### config.mk
export PLATFORM = sky130hd
export DESIGN_NAME = core_top
export DESIGN_NICKNAME = d
export VERILOG_FILES = /design/src/isa_pkg.sv /design/src/ooo_pkg.sv /design/src/core_top.sv /design/src/reorder_buffer.sv /design/src/result_bus.sv /design/src/mov_station.sv /design/src/add_sub_station.sv /design/src/operand_read.sv /design/src/issue_stage.sv
export SDC_FILE = /design/constraint.sdc
export NUM_CORES = 2
export LEC_CHECK = 0
export BUFFER_PORTS_ARGS = -buffer_cell sky130_fd_sc_hd__buf_4
export CAP_MARGIN = 0
export CORE_MARGIN = 2
export CORE_UTILIZATION = 50
export CTS_CLUSTER_SIZE = 40
export DETAILED_ROUTE_END_ITERATION = 6
export PLACE_DENSITY = 0.69
export REMOVE_ABC_BUFFERS = 1
export SLEW_MARGIN = 5
export SYNTH_ARGS = -nofsm -noshare
export SYNTH_HDL_FRONTEND = slang
export SYNTH_SLANG_ARGS = --single-unit
### constraint.sdc
create_clock -name clk -period 6 [get_ports clk]
set_input_delay 1.2 -clock clk [delete_from_list [all_inputs] [get_ports clk]]
set_output_delay 1.2 -clock clk [all_outputs]
set_load 0.02 [all_outputs]
### src/isa_pkg.sv
package isa_pkg;

	localparam int NUM_REGS = 8;

	typedef logic [31:0] data_t;
	typedef logic [$clog2(NUM_REGS)-1:0] reg_num_t;
	typedef logic [15:0] imm_t;

	typedef enum logic [1:0] {
		OP_ADD  = 2'b00,
		OP_SUB  = 2'b01,
		OP_MOV  = 2'b10,
		OP_ADDI = 2'b11
	} op_t;

	// rs2 unused by MOV/ADDI, imm unused by ADD/SUB
	typedef struct packed {
		op_t      op;
		reg_num_t rd;
		reg_num_t rs1;
		reg_num_t rs2;
		imm_t     imm;
	} inst_t;

	function automatic data_t sext(input imm_t imm);
		return {{16{imm[15]}}, imm};
	endfunction

endpackage
### src/ooo_pkg.sv
package ooo_pkg;

	localparam int ROB_DEPTH = 8;
	localparam int TAG_W = $clog2(ROB_DEPTH);

	typedef logic [TAG_W-1:0] tag_t;

	// value awaited under tag while ready is low
	typedef struct packed {
		logic           ready;
		tag_t           tag;
		isa_pkg::data_t data;
	} operand_t;

	typedef struct packed {
		logic           valid;
		tag_t           tag;
		isa_pkg::data_t data;
	} cdb_t;

	typedef struct packed {
		logic              valid;
		tag_t              tag;
		isa_pkg::op_t      op;
		isa_pkg::reg_num_t rd;
		operand_t          src_a;
		operand_t          src_b;
		isa_pkg::imm_t     imm;
	} dispatch_t;

	typedef struct packed {
		logic              valid;
		isa_pkg::reg_num_t rd;
		isa_pkg::data_t    data;
	} commit_t;

	// fill a waiting operand from the result bus
	function automatic operand_t snoop(input operand_t o, input cdb_t cdb);
		operand_t r;
		r = o;
		if (!o.ready && cdb.valid && cdb.tag == o.tag) begin
			r.ready = 1'b1;
			r.data  = cdb.data;
		end
		return r;
	endfunction

	function automatic tag_t next_tag(input tag_t t);
		return (t == tag_t'(ROB_DEPTH - 1)) ? '0 : t + 1'b1;
	endfunction

endpackage

### src/core_top.sv
`timescale 1ns/1ps

module core_top
	import isa_pkg::*;
	import ooo_pkg::*;
(
	input  logic    clk,
	input  logic    rst_n,
	input  logic    inst_valid,
	input  inst_t   inst,
	output logic    inst_ready,
	output commit_t commit
);

	dispatch_t dispatch;
	reg_num_t  rs1;
	reg_num_t  rs2;
	operand_t  src_a;
	operand_t  src_b;
	tag_t      rob_tag_a;
	tag_t      rob_tag_b;
	operand_t  rob_a;
	operand_t  rob_b;
	logic      rob_free;
	cdb_t      cdb;
	tag_t      retire_tag;
	logic      add_sub_busy;
	logic      add_sub_req;
	logic      add_sub_grant;
	tag_t      add_sub_tag;
	data_t     add_sub_result;
	logic      mov_busy;
	logic      mov_req;
	logic      mov_grant;
	tag_t      mov_tag;
	data_t     mov_result;

	issue_stage u_issue (
		.clk, .rst_n, .inst_valid, .inst, .rob_free, .add_sub_busy, .mov_busy,
		.add_sub_grant, .mov_grant, .src_a, .src_b, .inst_ready, .rs1, .rs2, .dispatch
	);

	operand_read u_read (
		.clk, .rst_n, .rs1, .rs2, .dispatch, .cdb, .retire(commit), .retire_tag,
		.rob_a, .rob_b, .rob_tag_a, .rob_tag_b, .src_a, .src_b
	);

	add_sub_station u_add_sub (
		.clk, .rst_n, .dispatch, .cdb, .grant(add_sub_grant),
		.busy(add_sub_busy), .req(add_sub_req), .tag(add_sub_tag), .result(add_sub_result)
	);

	mov_station u_mov (
		.clk, .rst_n, .dispatch, .cdb, .grant(mov_grant),
		.busy(mov_busy), .req(mov_req), .tag(mov_tag), .result(mov_result)
	);

	result_bus u_bus (
		.add_sub_req, .add_sub_tag, .add_sub_result, .mov_req, .mov_tag, .mov_result,
		.add_sub_grant, .mov_grant, .cdb
	);

	// retire doubles as the commit output
	reorder_buffer u_rob (
		.clk, .rst_n, .dispatch, .cdb, .rob_tag_a, .rob_tag_b,
		.rob_free, .rob_a, .rob_b, .retire(commit), .retire_tag
	);

endmodule

### src/reorder_buffer.sv
`timescale 1ns/1ps

module reorder_buffer
	import isa_pkg::*;
	import ooo_pkg::*;
(
	input  logic      clk,
	input  logic      rst_n,
	input  dispatch_t dispatch,
	input  cdb_t      cdb,
	input  tag_t      rob_tag_a,
	input  tag_t      rob_tag_b,
	output logic      rob_free,
	output operand_t  rob_a,
	output operand_t  rob_b,
	output commit_t   retire,
	output tag_t      retire_tag
);

	logic     [ROB_DEPTH-1:0] busy;
	logic     [ROB_DEPTH-1:0] done;
	reg_num_t                 rd_q [ROB_DEPTH];
	data_t                    data_q [ROB_DEPTH];
	tag_t                     head;
	logic     [TAG_W:0]       count;

	logic  retire_now;
	data_t head_data;
	logic  ret_valid;
	reg_num_t ret_rd;
	data_t ret_data;

	assign rob_free = (count < ROB_DEPTH);

	// done is kept past retire so lookups stay valid until the file is written
	assign rob_a = '{ready: done[rob_tag_a], tag: rob_tag_a, data: data_q[rob_tag_a]};
	assign rob_b = '{ready: done[rob_tag_b], tag: rob_tag_b, data: data_q[rob_tag_b]};

	// head may retire straight off the bus
	assign retire_now = busy[head] && (done[head] || (cdb.valid && cdb.tag == head));
	assign head_data  = done[head] ? data_q[head] : cdb.data;

	//////////////////////////////////////////////////////////////////////
	// slot state, head and occupancy
	//////////////////////////////////////////////////////////////////////

	always_ff @(posedge clk or negedge rst_n) begin
		if (!rst_n) begin
			busy      <= '0;
			done      <= '0;
			head      <= '0;
			count     <= '0;
			ret_valid <= 1'b0;
		end else begin
			if (dispatch.valid) begin
				busy[dispatch.tag] <= 1'b1;
				done[dispatch.tag] <= 1'b0;
			end
			if (cdb.valid) begin
				done[cdb.tag] <= 1'b1;
			end
			if (retire_now) begin
				busy[head] <= 1'b0;
				head       <= next_tag(head);
			end
			case ({dispatch.valid, retire_now})
				2'b10:   count <= count + 1'b1;
				2'b01:   count <= count - 1'b1;
				default: count <= count;
			endcase
			ret_valid <= retire_now;
		end
	end

	always_ff @(posedge clk) begin
		if (dispatch.valid) begin
			rd_q[dispatch.tag] <= dispatch.rd;
		end
		if (cdb.valid) begin
			data_q[cdb.tag] <= cdb.data;
		end
		if (retire_now) begin
			ret_rd     <= rd_q[head];
			ret_data   <= head_data;
			retire_tag <= head;
		end
	end

	assign retire = '{valid: ret_valid, rd: ret_rd, data: ret_data};

endmodule

### src/result_bus.sv
`timescale 1ns/1ps

module result_bus
	import isa_pkg::*;
	import ooo_pkg::*;
(
	input  logic  add_sub_req,
	input  tag_t  add_sub_tag,
	input  data_t add_sub_result,
	input  logic  mov_req,
	input  tag_t  mov_tag,
	input  data_t mov_result,
	output logic  add_sub_grant,
	output logic  mov_grant,
	output cdb_t  cdb
);

	// fixed priority, add/sub first
	assign add_sub_grant = add_sub_req;
	assign mov_grant     = mov_req && !add_sub_req;

	always_comb begin
		cdb.valid = add_sub_req || mov_req;
		if (add_sub_req) begin
			cdb.tag  = add_sub_tag;
			cdb.data = add_sub_result;
		end else begin
			cdb.tag  = mov_tag;
			cdb.data = mov_result;
		end
	end

endmodule

### src/mov_station.sv
`timescale 1ns/1ps

module mov_station
	import isa_pkg::*;
	import ooo_pkg::*;
(
	input  logic      clk,
	input  logic      rst_n,
	input  dispatch_t dispatch,
	input  cdb_t      cdb,
	input  logic      grant,
	output logic      busy,
	output logic      req,
	output tag_t      tag,
	output data_t     result
);

	logic     valid;
	logic     is_addi;
	tag_t     entry_tag;
	imm_t     imm;
	operand_t a;
	logic     capture;

	assign capture = dispatch.valid && (dispatch.op == OP_MOV || dispatch.op == OP_ADDI);

	always_ff @(posedge clk or negedge rst_n) begin
		if (!rst_n) begin
			valid <= 1'b0;
		end else if (capture) begin
			valid <= 1'b1;
		end else if (grant) begin
			valid <= 1'b0;
		end
	end

	// only src_a matters here
	always_ff @(posedge clk) begin
		if (capture) begin
			entry_tag <= dispatch.tag;
			is_addi   <= (dispatch.op == OP_ADDI);
			imm       <= dispatch.imm;
			a         <= dispatch.src_a;
		end else begin
			a <= snoop(a, cdb);
		end
	end

	assign busy = valid;
	assign req  = valid && a.ready;
	assign tag  = entry_tag;

	assign result = is_addi ? (a.data + sext(imm)) : a.data;

endmodule

### src/add_sub_station.sv
`timescale 1ns/1ps

module add_sub_station
	import isa_pkg::*;
	import ooo_pkg::*;
(
	input  logic      clk,
	input  logic      rst_n,
	input  dispatch_t dispatch,
	input  cdb_t      cdb,
	input  logic      grant,
	output logic      busy,
	output logic      req,
	output tag_t      tag,
	output data_t     result
);

	logic     valid;
	logic     is_sub;
	tag_t     entry_tag;
	operand_t a;
	operand_t b;
	logic     capture;

	assign capture = dispatch.valid && (dispatch.op == OP_ADD || dispatch.op == OP_SUB);

	always_ff @(posedge clk or negedge rst_n) begin
		if (!rst_n) begin
			valid <= 1'b0;
		end else if (capture) begin
			valid <= 1'b1;
		end else if (grant) begin
			valid <= 1'b0;
		end
	end

	// operands wait here until the bus delivers them
	always_ff @(posedge clk) begin
		if (capture) begin
			entry_tag <= dispatch.tag;
			is_sub    <= (dispatch.op == OP_SUB);
			a         <= dispatch.src_a;
			b         <= dispatch.src_b;
		end else begin
			a <= snoop(a, cdb);
			b <= snoop(b, cdb);
		end
	end

	assign busy = valid;
	assign req  = valid && a.ready && b.ready;
	assign tag  = entry_tag;

	// wraps at 32 bits
	assign result = is_sub ? (a.data - b.data) : (a.data + b.data);

endmodule

### src/operand_read.sv
`timescale 1ns/1ps

module operand_read
	import isa_pkg::*;
	import ooo_pkg::*;
(
	input  logic      clk,
	input  logic      rst_n,
	input  reg_num_t  rs1,
	input  reg_num_t  rs2,
	input  dispatch_t dispatch,
	input  cdb_t      cdb,
	input  commit_t   retire,
	input  tag_t      retire_tag,
	input  operand_t  rob_a,
	input  operand_t  rob_b,
	output tag_t      rob_tag_a,
	output tag_t      rob_tag_b,
	output operand_t  src_a,
	output operand_t  src_b
);

	data_t                regs [NUM_REGS];
	logic  [NUM_REGS-1:0] pending;
	tag_t                 ptag [NUM_REGS];

	// arch file, then bus, then rob, else wait on the pending tag
	function automatic operand_t resolve(input reg_num_t r, input operand_t rob);
		operand_t o;
		o.tag = ptag[r];
		if (!pending[r]) begin
			o.ready = 1'b1;
			o.data  = regs[r];
		end else if (cdb.valid && cdb.tag == ptag[r]) begin
			o.ready = 1'b1;
			o.data  = cdb.data;
		end else if (rob.ready) begin
			o.ready = 1'b1;
			o.data  = rob.data;
		end else begin
			o.ready = 1'b0;
			o.data  = '0;
		end
		return o;
	endfunction

	assign rob_tag_a = ptag[rs1];
	assign rob_tag_b = ptag[rs2];

	always_comb begin
		src_a = resolve(rs1, rob_a);
		src_b = resolve(rs2, rob_b);
	end

	//////////////////////////////////////////////////////////////////////
	// register state
	//////////////////////////////////////////////////////////////////////

	always_ff @(posedge clk or negedge rst_n) begin
		if (!rst_n) begin
			pending <= '0;
			for (int i = 0; i < NUM_REGS; i++) begin
				regs[i] <= '0;
				ptag[i] <= '0;
			end
		end else begin
			if (retire.valid) begin
				regs[retire.rd] <= retire.data;
				// only the newest producer releases the register
				if (ptag[retire.rd] == retire_tag) begin
					pending[retire.rd] <= 1'b0;
				end
			end
			// a new producer in the same cycle keeps it pending
			if (dispatch.valid) begin
				pending[dispatch.rd] <= 1'b1;
				ptag[dispatch.rd]    <= dispatch.tag;
			end
		end
	end

endmodule

### src/issue_stage.sv
`timescale 1ns/1ps

module issue_stage
	import isa_pkg::*;
	import ooo_pkg::*;
(
	input  logic      clk,
	input  logic      rst_n,
	input  logic      inst_valid,
	input  inst_t     inst,
	input  logic      rob_free,
	input  logic      add_sub_busy,
	input  logic      mov_busy,
	input  logic      add_sub_grant,
	input  logic      mov_grant,
	input  operand_t  src_a,
	input  operand_t  src_b,
	output logic      inst_ready,
	output reg_num_t  rs1,
	output reg_num_t  rs2,
	output dispatch_t dispatch
);

	tag_t tail;
	logic to_add_sub;
	logic station_free;
	logic accept;

	assign to_add_sub = (inst.op == OP_ADD) || (inst.op == OP_SUB);

	// a station being granted this cycle is empty at the next edge
	assign station_free = to_add_sub ? (!add_sub_busy || add_sub_grant)
	                                 : (!mov_busy || mov_grant);

	assign inst_ready = rst_n && rob_free && station_free;
	assign accept     = inst_valid && inst_ready;

	// register numbers go straight to the read stage
	assign rs1 = inst.rs1;
	assign rs2 = inst.rs2;

	always_comb begin
		dispatch.valid = accept;
		dispatch.tag   = tail;
		dispatch.op    = inst.op;
		dispatch.rd    = inst.rd;
		dispatch.src_a = src_a;
		dispatch.src_b = src_b;
		dispatch.imm   = inst.imm;
	end

	//////////////////////////////////////////////////////////////////////
	// tail tag, one slot per accepted instruction
	//////////////////////////////////////////////////////////////////////

	always_ff @(posedge clk or negedge rst_n) begin
		if (!rst_n) begin
			tail <= '0;
		end else if (accept) begin
			tail <= next_tag(tail);
		end
	end

endmodule

======== Word-level counts from Yosys, hierarchy flattened ========
Memory sizes are Yosys's and may differ from the RTL's. A register that Yosys moved wholly into a read port is not among the register bits.
Index checks and enable logic that the tools add are counted.
W data, S select, Z words.
word-level totals
  flip-flop bits (word level) ............. 484
  bits in latches ......................... 0
  RAM bits ................................ 280
  bits in read-only memories .............. 0
  word-level logic and storage cells ...... 230
  memories ................................ 2
memory list
  memory        words  bits a word  rd ports  clocked after memory_dff  write ports  RTL line              text
  u_rob.data_q  8      32           3         0                         1            reorder_buffer.sv:23  data_t data_q [ROB_DEPTH];
  u_rob.rd_q    8      3            1         1                         1            reorder_buffer.sv:22  reg_num_t rd_q [ROB_DEPTH];
operators by class
  add/sub/neg operators ................... 7
  multiply operators ...................... 0
  div/mod/pow operators ................... 0
  $lt $le $gt $ge ......................... 21
  equality and inequality tests ........... 14
  shift operators ......................... 0
  muxes and demuxes ....................... 87
  bitwise operators ....................... 13
  reduce and logical (&&, ||, !) cells .... 45
operator list
  kind                  number
  $mux W32              17
  $bwmux W256           1
  $bmux W32 S3          2
  $mux W36              3
  $demux W32 S3         1
  $add A32 B32 Y32      2
  $mux W8               7
  $lt A3 B4 Y1 const B  9
  $mux W35              1
  $sub A32 B32 Y32      1
  $mux W1               29
  $bmux W3 S3           3
  $mux W3               9
  $logic_and A1 B1 Y1   26
  $and A8 B8 Y8         3
  $bwmux W24            1
  $not A8 Y8            3
  $or A8 B8 Y8          3
  $eq A3 B3 Y1          7
  $bmux W1 S3           6
  $ge A4 B4 Y1 const B  4
  $not A3 Y4            4
  $demux W1 S3          5
  $ge A3 B1 Y1 const B  5
  other kinds (14)      35

======== Longest topological paths before layout ========
  depth in word-level cells ............... 11
  gate-level depth with buffers ........... 22

======== Hierarchy ========
Synthesis repeated with hierarchy kept, for this count alone.
unflattened totals
  cells, all modules ...................... 3,286
  area, all modules ....................... 44,741.7 um2
modules (own cells, without submodules)
  module           instances  cells an instance  area each (um2)  sequential area each (um2)
  operand_read     1          1,221              16,966.3         7,206.9
  reorder_buffer   1          950                16,711.0         10,149.7
  add_sub_station  1          595                5,341.4          2,307.2
  mov_station      1          362                4,170.2          1,706.6
  issue_stage      1          116                962.2            75.1
  result_bus       1          42                 590.6            0.0

======== Worst setup path before layout ========
Ideal clock, no wire load.
  path type ............................... register -> register
  from .................................... register u_add_sub.a[35] (netlist bit)
  to ...................................... register u_add_sub.a[0] (netlist bit), enable pin
  data arrival time ....................... 4.924 ns
  data required time ...................... 5.484 ns
  path slack .............................. 0.560 ns
  stages on the path, launching flop included .. 8
  path buffers ............................ 2
  period minus slack after synthesis ...... 5.440 ns
  cells stage by stage .................... edfxtp_1 -> and3_1 -> buf_2 -> mux2i_1 -> clkbuf_1 -> xor2_1 -> nand2_1 -> o41ai_1
on the way
  word-level cells in the longest chain between the ends .. 10
  elaborated cells on any way between the ends .. 17
RTL lines
  what                              RTL line               text
  start, declared                   add_sub_station.sv:21  operand_t a;
  start signal, assigned            add_sub_station.sv:42  a <= dispatch.src_a;
  start signal, assigned            add_sub_station.sv:45  a <= snoop(a, cdb);
  $logic_and A1 B1 Y1 (2 in a row)  add_sub_station.sv:51  assign req = valid && a.ready && b.ready;
  $logic_not A1 Y1                  result_bus.sv:20       assign mov_grant = mov_req && !add_sub_req;
  $logic_and A1 B1 Y1               result_bus.sv:20
  $logic_or A1 B1 Y1                issue_stage.sv:33      : (!mov_busy || mov_grant);
  $mux W1                           issue_stage.sv:32      assign station_free = to_add_sub ? (!add_sub_busy || add_sub_grant)
  $logic_and A1 B1 Y1               issue_stage.sv:35      assign inst_ready = rst_n && rob_free && station_free;
  $logic_and A1 B1 Y1               issue_stage.sv:36      assign accept = inst_valid && inst_ready;
  $logic_and A1 B1 Y1               add_sub_station.sv:25  assign capture = dispatch.valid && (dispatch.op == OP_ADD || dispatch.op == OP_SUB);
  $reduce_bool A2 Y1 (no line) *    -
Every way passes the cells marked *; elsewhere a longest branch is shown, timed or not.
A chain may end at the register's enable or synchronous reset.

==> impl_metrics.env <==
export IMPL_outcome="complete, but fails checks"
export IMPL_violations="design-rule violations"
export IMPL_final_common_cell="nand2_1"
export IMPL_cpPeakStageDelay_ns=0.57
export IMPL_yosysUniqueCellTypes=72
export IMPL_setup_violations=0
export IMPL_maxCapViolations=0
export IMPL_max_slew_worst_pin_slew_ns=1.23
export IMPL_crit_path_frequent_cell="inv_1"
export IMPL_p_sw_share_pct=41.4
export IMPL_antenna_left=0
export IMPL_relSlewSlack_pct=17.5
export IMPL_grt_use_total_pct=31.5
export IMPL_final_nets=3924
export IMPL_grt_max_degree=129
export IMPL_grt_pass1_vias=32972
export IMPL_ir_drop_mv=0.809
export IMPL_rows=108
export IMPL_areaGrowthSynthToFinish_pct=10.6
export IMPL_hold_class="primary input to async pin"
export IMPL_post_place_ws_ns=0.970
export IMPL_drc=6
export IMPL_cts_num_sinks=767
export IMPL_synthCells=3846
export IMPL_pwr_share_comb_pct=43.6
export IMPL_period_needed_ns=5.14
export IMPL_yosys_area_share_adder_pct=2.16
export IMPL_die_area_um2=89100
export IMPL_slew_viol_final=0
export IMPL_p_clk_share_pct=21.3
export IMPL_synth_seq_cells=767
export IMPL_synthMuxAreaShare_pct=18.7
export IMPL_worstReg2RegEnd="u_rob.data_q[2][30]$_DFFE_PP_"
export IMPL_fin_setup_tns_ns=0
export IMPL_numCtsBuffers=82
export IMPL_max_freq_mhz=195
export IMPL_powerDensity_nw_per_um2=503
export IMPL_portBuffers=66
export IMPL_die_h_um=299
export IMPL_drt_vias_per_instance=6.71
export IMPL_required_ns=6.35
export IMPL_drive_gt1_share_pct=20.8
export IMPL_vias=33843
export IMPL_detail_route_wirelength_mm=142
export IMPL_drt_iter0_markers=4542
export IMPL_hold_viol=0
export IMPL_crit_slowest_cell="nor3b_1"
export IMPL_end_kind="flip-flop"
export IMPL_worstSetupPathType="flip-flop to flip-flop"
export IMPL_fin_area_um2=48000
export IMPL_leakage_nw=18.6
export IMPL_p_int_mw=14.1
export IMPL_arrival_ns=5.48
export IMPL_clkTransAtPathRegs_ns=0.07
export IMPL_synth_top_family_by_area="multiplexers"
export IMPL_placedCellCount=4892
export IMPL_async_flop_share_pct=41.3
export IMPL_num_fill_cells=7220
export IMPL_synth_avg_cell_area_um2=11.3
export IMPL_most_common_layout_cells="638 x nand2_1, 450 x edfxtp_1, 317 x dfrtp_1, 314 x mux2_2, 191 x a21oi_1"
export IMPL_grt_overflow_total=0
export IMPL_ff2ff_path_depth=20
export IMPL_pin_count=67
export IMPL_synth_warnings=0
export IMPL_cts_tree="yes"
export IMPL_utilization_pct=55.6
export IMPL_finalWorstSetupSlack_ns=0.863
export IMPL_critPathLaunch="u_add_sub.b[0]$_DFFE_PP_"
export IMPL_root_buffer="clkbuf_16"
export IMPL_post_cts_buffers=0
export IMPL_cts_hold_buf=0
export IMPL_period_share_pct=85.6
export IMPL_dpl_hpwl_mm=93.5
export IMPL_clock_latency_ns=0.66
export IMPL_placed_area_um2=45300
export IMPL_synth_flop_cell="edfxtp_1"
export IMPL_cts_max_level=3
export IMPL_coreArea_um2=86300
export IMPL_crit_chain="inv_1, ha_1, nor2b_1, nand2_1, nor2_1, and2_1, nor2b_1, inv_1, nor3b_1, nor2_1, xnor2_1, ha_1, a21o_1, a21o_1, nand3_1, a21oi_1, a311oi_1, xnor2_1, o211ai_1, inv_1"
export IMPL_ys_seq_area_share_pct=49.5
export IMPL_die_w_um=299
export IMPL_drtPass1Iterations=7
export IMPL_finalClockSkew_ns=0.0341
export IMPL_r2r_start="u_add_sub.b[0]$_DFFE_PP_"
export IMPL_path_max_fanout=8
export IMPL_initial_core_util_pct=50.2
export IMPL_clk_path_buf_depth=3
export IMPL_rsz0062_at_grt="false"
export IMPL_p_seq_share_pct=35.1
export IMPL_wl_per_cell_um=28.2
export IMPL_fin_cells=5046
export IMPL_net_switching_power_mw=9.98
export IMPL_timing_hold_ws_ns=0.365
export IMPL_crit_path_end="u_rob.data_q[2][30]$_DFFE_PP_"
export IMPL_grt_antenna_before_repair=4
export IMPL_synthXorXnorAreaFrac_pct=1.96
export IMPL_cts_repair_resized=0
export IMPL_power_mw=24.1
export IMPL_r2r_slack_ns=0.86
export IMPL_gp_congestion=0.982
export IMPL_synth_edf_count=450
export IMPL_synth_compound_area_share_pct=12.9
export IMPL_grt_pass1_wl_mm=211
export IMPL_synthesis_area_um2=43400
export IMPL_yosys_area_share_simple_pct=11.8
export IMPL_crit_path_start_kind="flip-flop"
## synth_stat cells (all sizes together) (109+ instances only)
library cell,number,share of area (%)
clkbuf,201,1.7
nand2,638,5.5
o21ai,142,1.6
nand3,125,1.4
a21oi,191,2.2
edfxtp,450,31
a22oi,124,2.1
nor2,138,1.2
mux2,314,8.2
dfrtp,317,18
mux4,154,8.0
mux2i,109,2.6
## kinds of logic (layout without fill, tap and decap cells)
family	after synthesis	in the layout
fa+ha+maj	73	73
mux	577	577
other cells	0	4
compound gates	838	838
xor+xnor	97	97
simple gates	1158	1158
flops	767	767
buf+inv	336	377
## state kept, by name (all words and copies together) (netlist names), 16 cells and up
register,flops
u_mov.a,36
u_rob.ret_data,32
u_read.regs,256
u_rob.rd_q,24
u_add_sub.a,36
u_rob.data_q,256
u_add_sub.b,36
u_read.ptag,24
u_mov.imm,16
## worst max-delay path: cells and delay by family (launching register included)
| family | cells | cell delay [ns] |
|---|---|---|
| AND/OR/NAND/NOR | 8 | 1.77 |
| AO/OA/AOI/OAI | 5 | 1.34 |
| adder cells (fa/ha/maj) | 2 | 0.54 |
| buffers and inverters | 3 | 0.46 |
| flip-flops | 1 | 0.43 |
| XOR/XNOR | 2 | 0.28 |
## area by class of cell
cell class | count | area, µm² | area share (%)
Inverter | 58 | 219 | 0.456
Multi-Input combinational cell | 2743 | 20800 | 43.4
Clock inverter | 35 | 315 | 0.657
Timing Repair Buffer | 169 | 1340 | 2.79
Antenna cell | 4 | 10.0 | 0.0209
Sequential cell | 767 | 21400 | 44.7
Tap cell | 1155 | 1450 | 3.01
Clock buffer | 115 | 2380 | 4.97
## power groups by stage
| stage | Combinational, mW | Clock [mW] | Sequential (mW) |
|---|---|---|---|
| floorplan | 6.35 | 0 | 8.19 |
| global placement | 10.1 | 0 | 8.45 |
| detailed placement | 10.2 | 0 | 8.51 |
| CTS | 10.3 | 5.18 | 8.43 |
| global route | 11.0 | 5.38 | 8.63 |
| finish | 10.5 | 5.14 | 8.47 |
## routing by layer
metal | track usage (%) | wire (µm) | vias to the layer above
met2 | 47.7 | 63700 | 2057
met1 | 43.1 | 55900 | 16831
met3 | 5.24 | 13600 | 395
li1 | - | - | 14558
met5 | 0 | 10 | -
met4 | 18.5 | 9220 | 2
## worst min path at each step
| stage | start | to | cells after the start |
|---|---|---|---|
| finish | rst_n | u_read.regs[232]$_DFFE_PN0P_ | 1 |
| global route | rst_n | u_read.regs[232]$_DFFE_PN0P_ | 1 |
| detailed placement | u_rob.count[3]$_DFFE_PN0P_ | u_rob.count[3]$_DFFE_PN0P_ | 1 |
| CTS | rst_n | u_read.regs[232]$_DFFE_PN0P_ | 1 |
| global placement | u_rob.count[3]$_DFFE_PN0P_ | u_rob.count[3]$_DFFE_PN0P_ | 1 |
| floorplan | u_rob.count[3]$_DFFE_PN0P_ | u_rob.count[3]$_DFFE_PN0P_ | 1 |
Note: power is estimated with default switching activity, not from simulation.
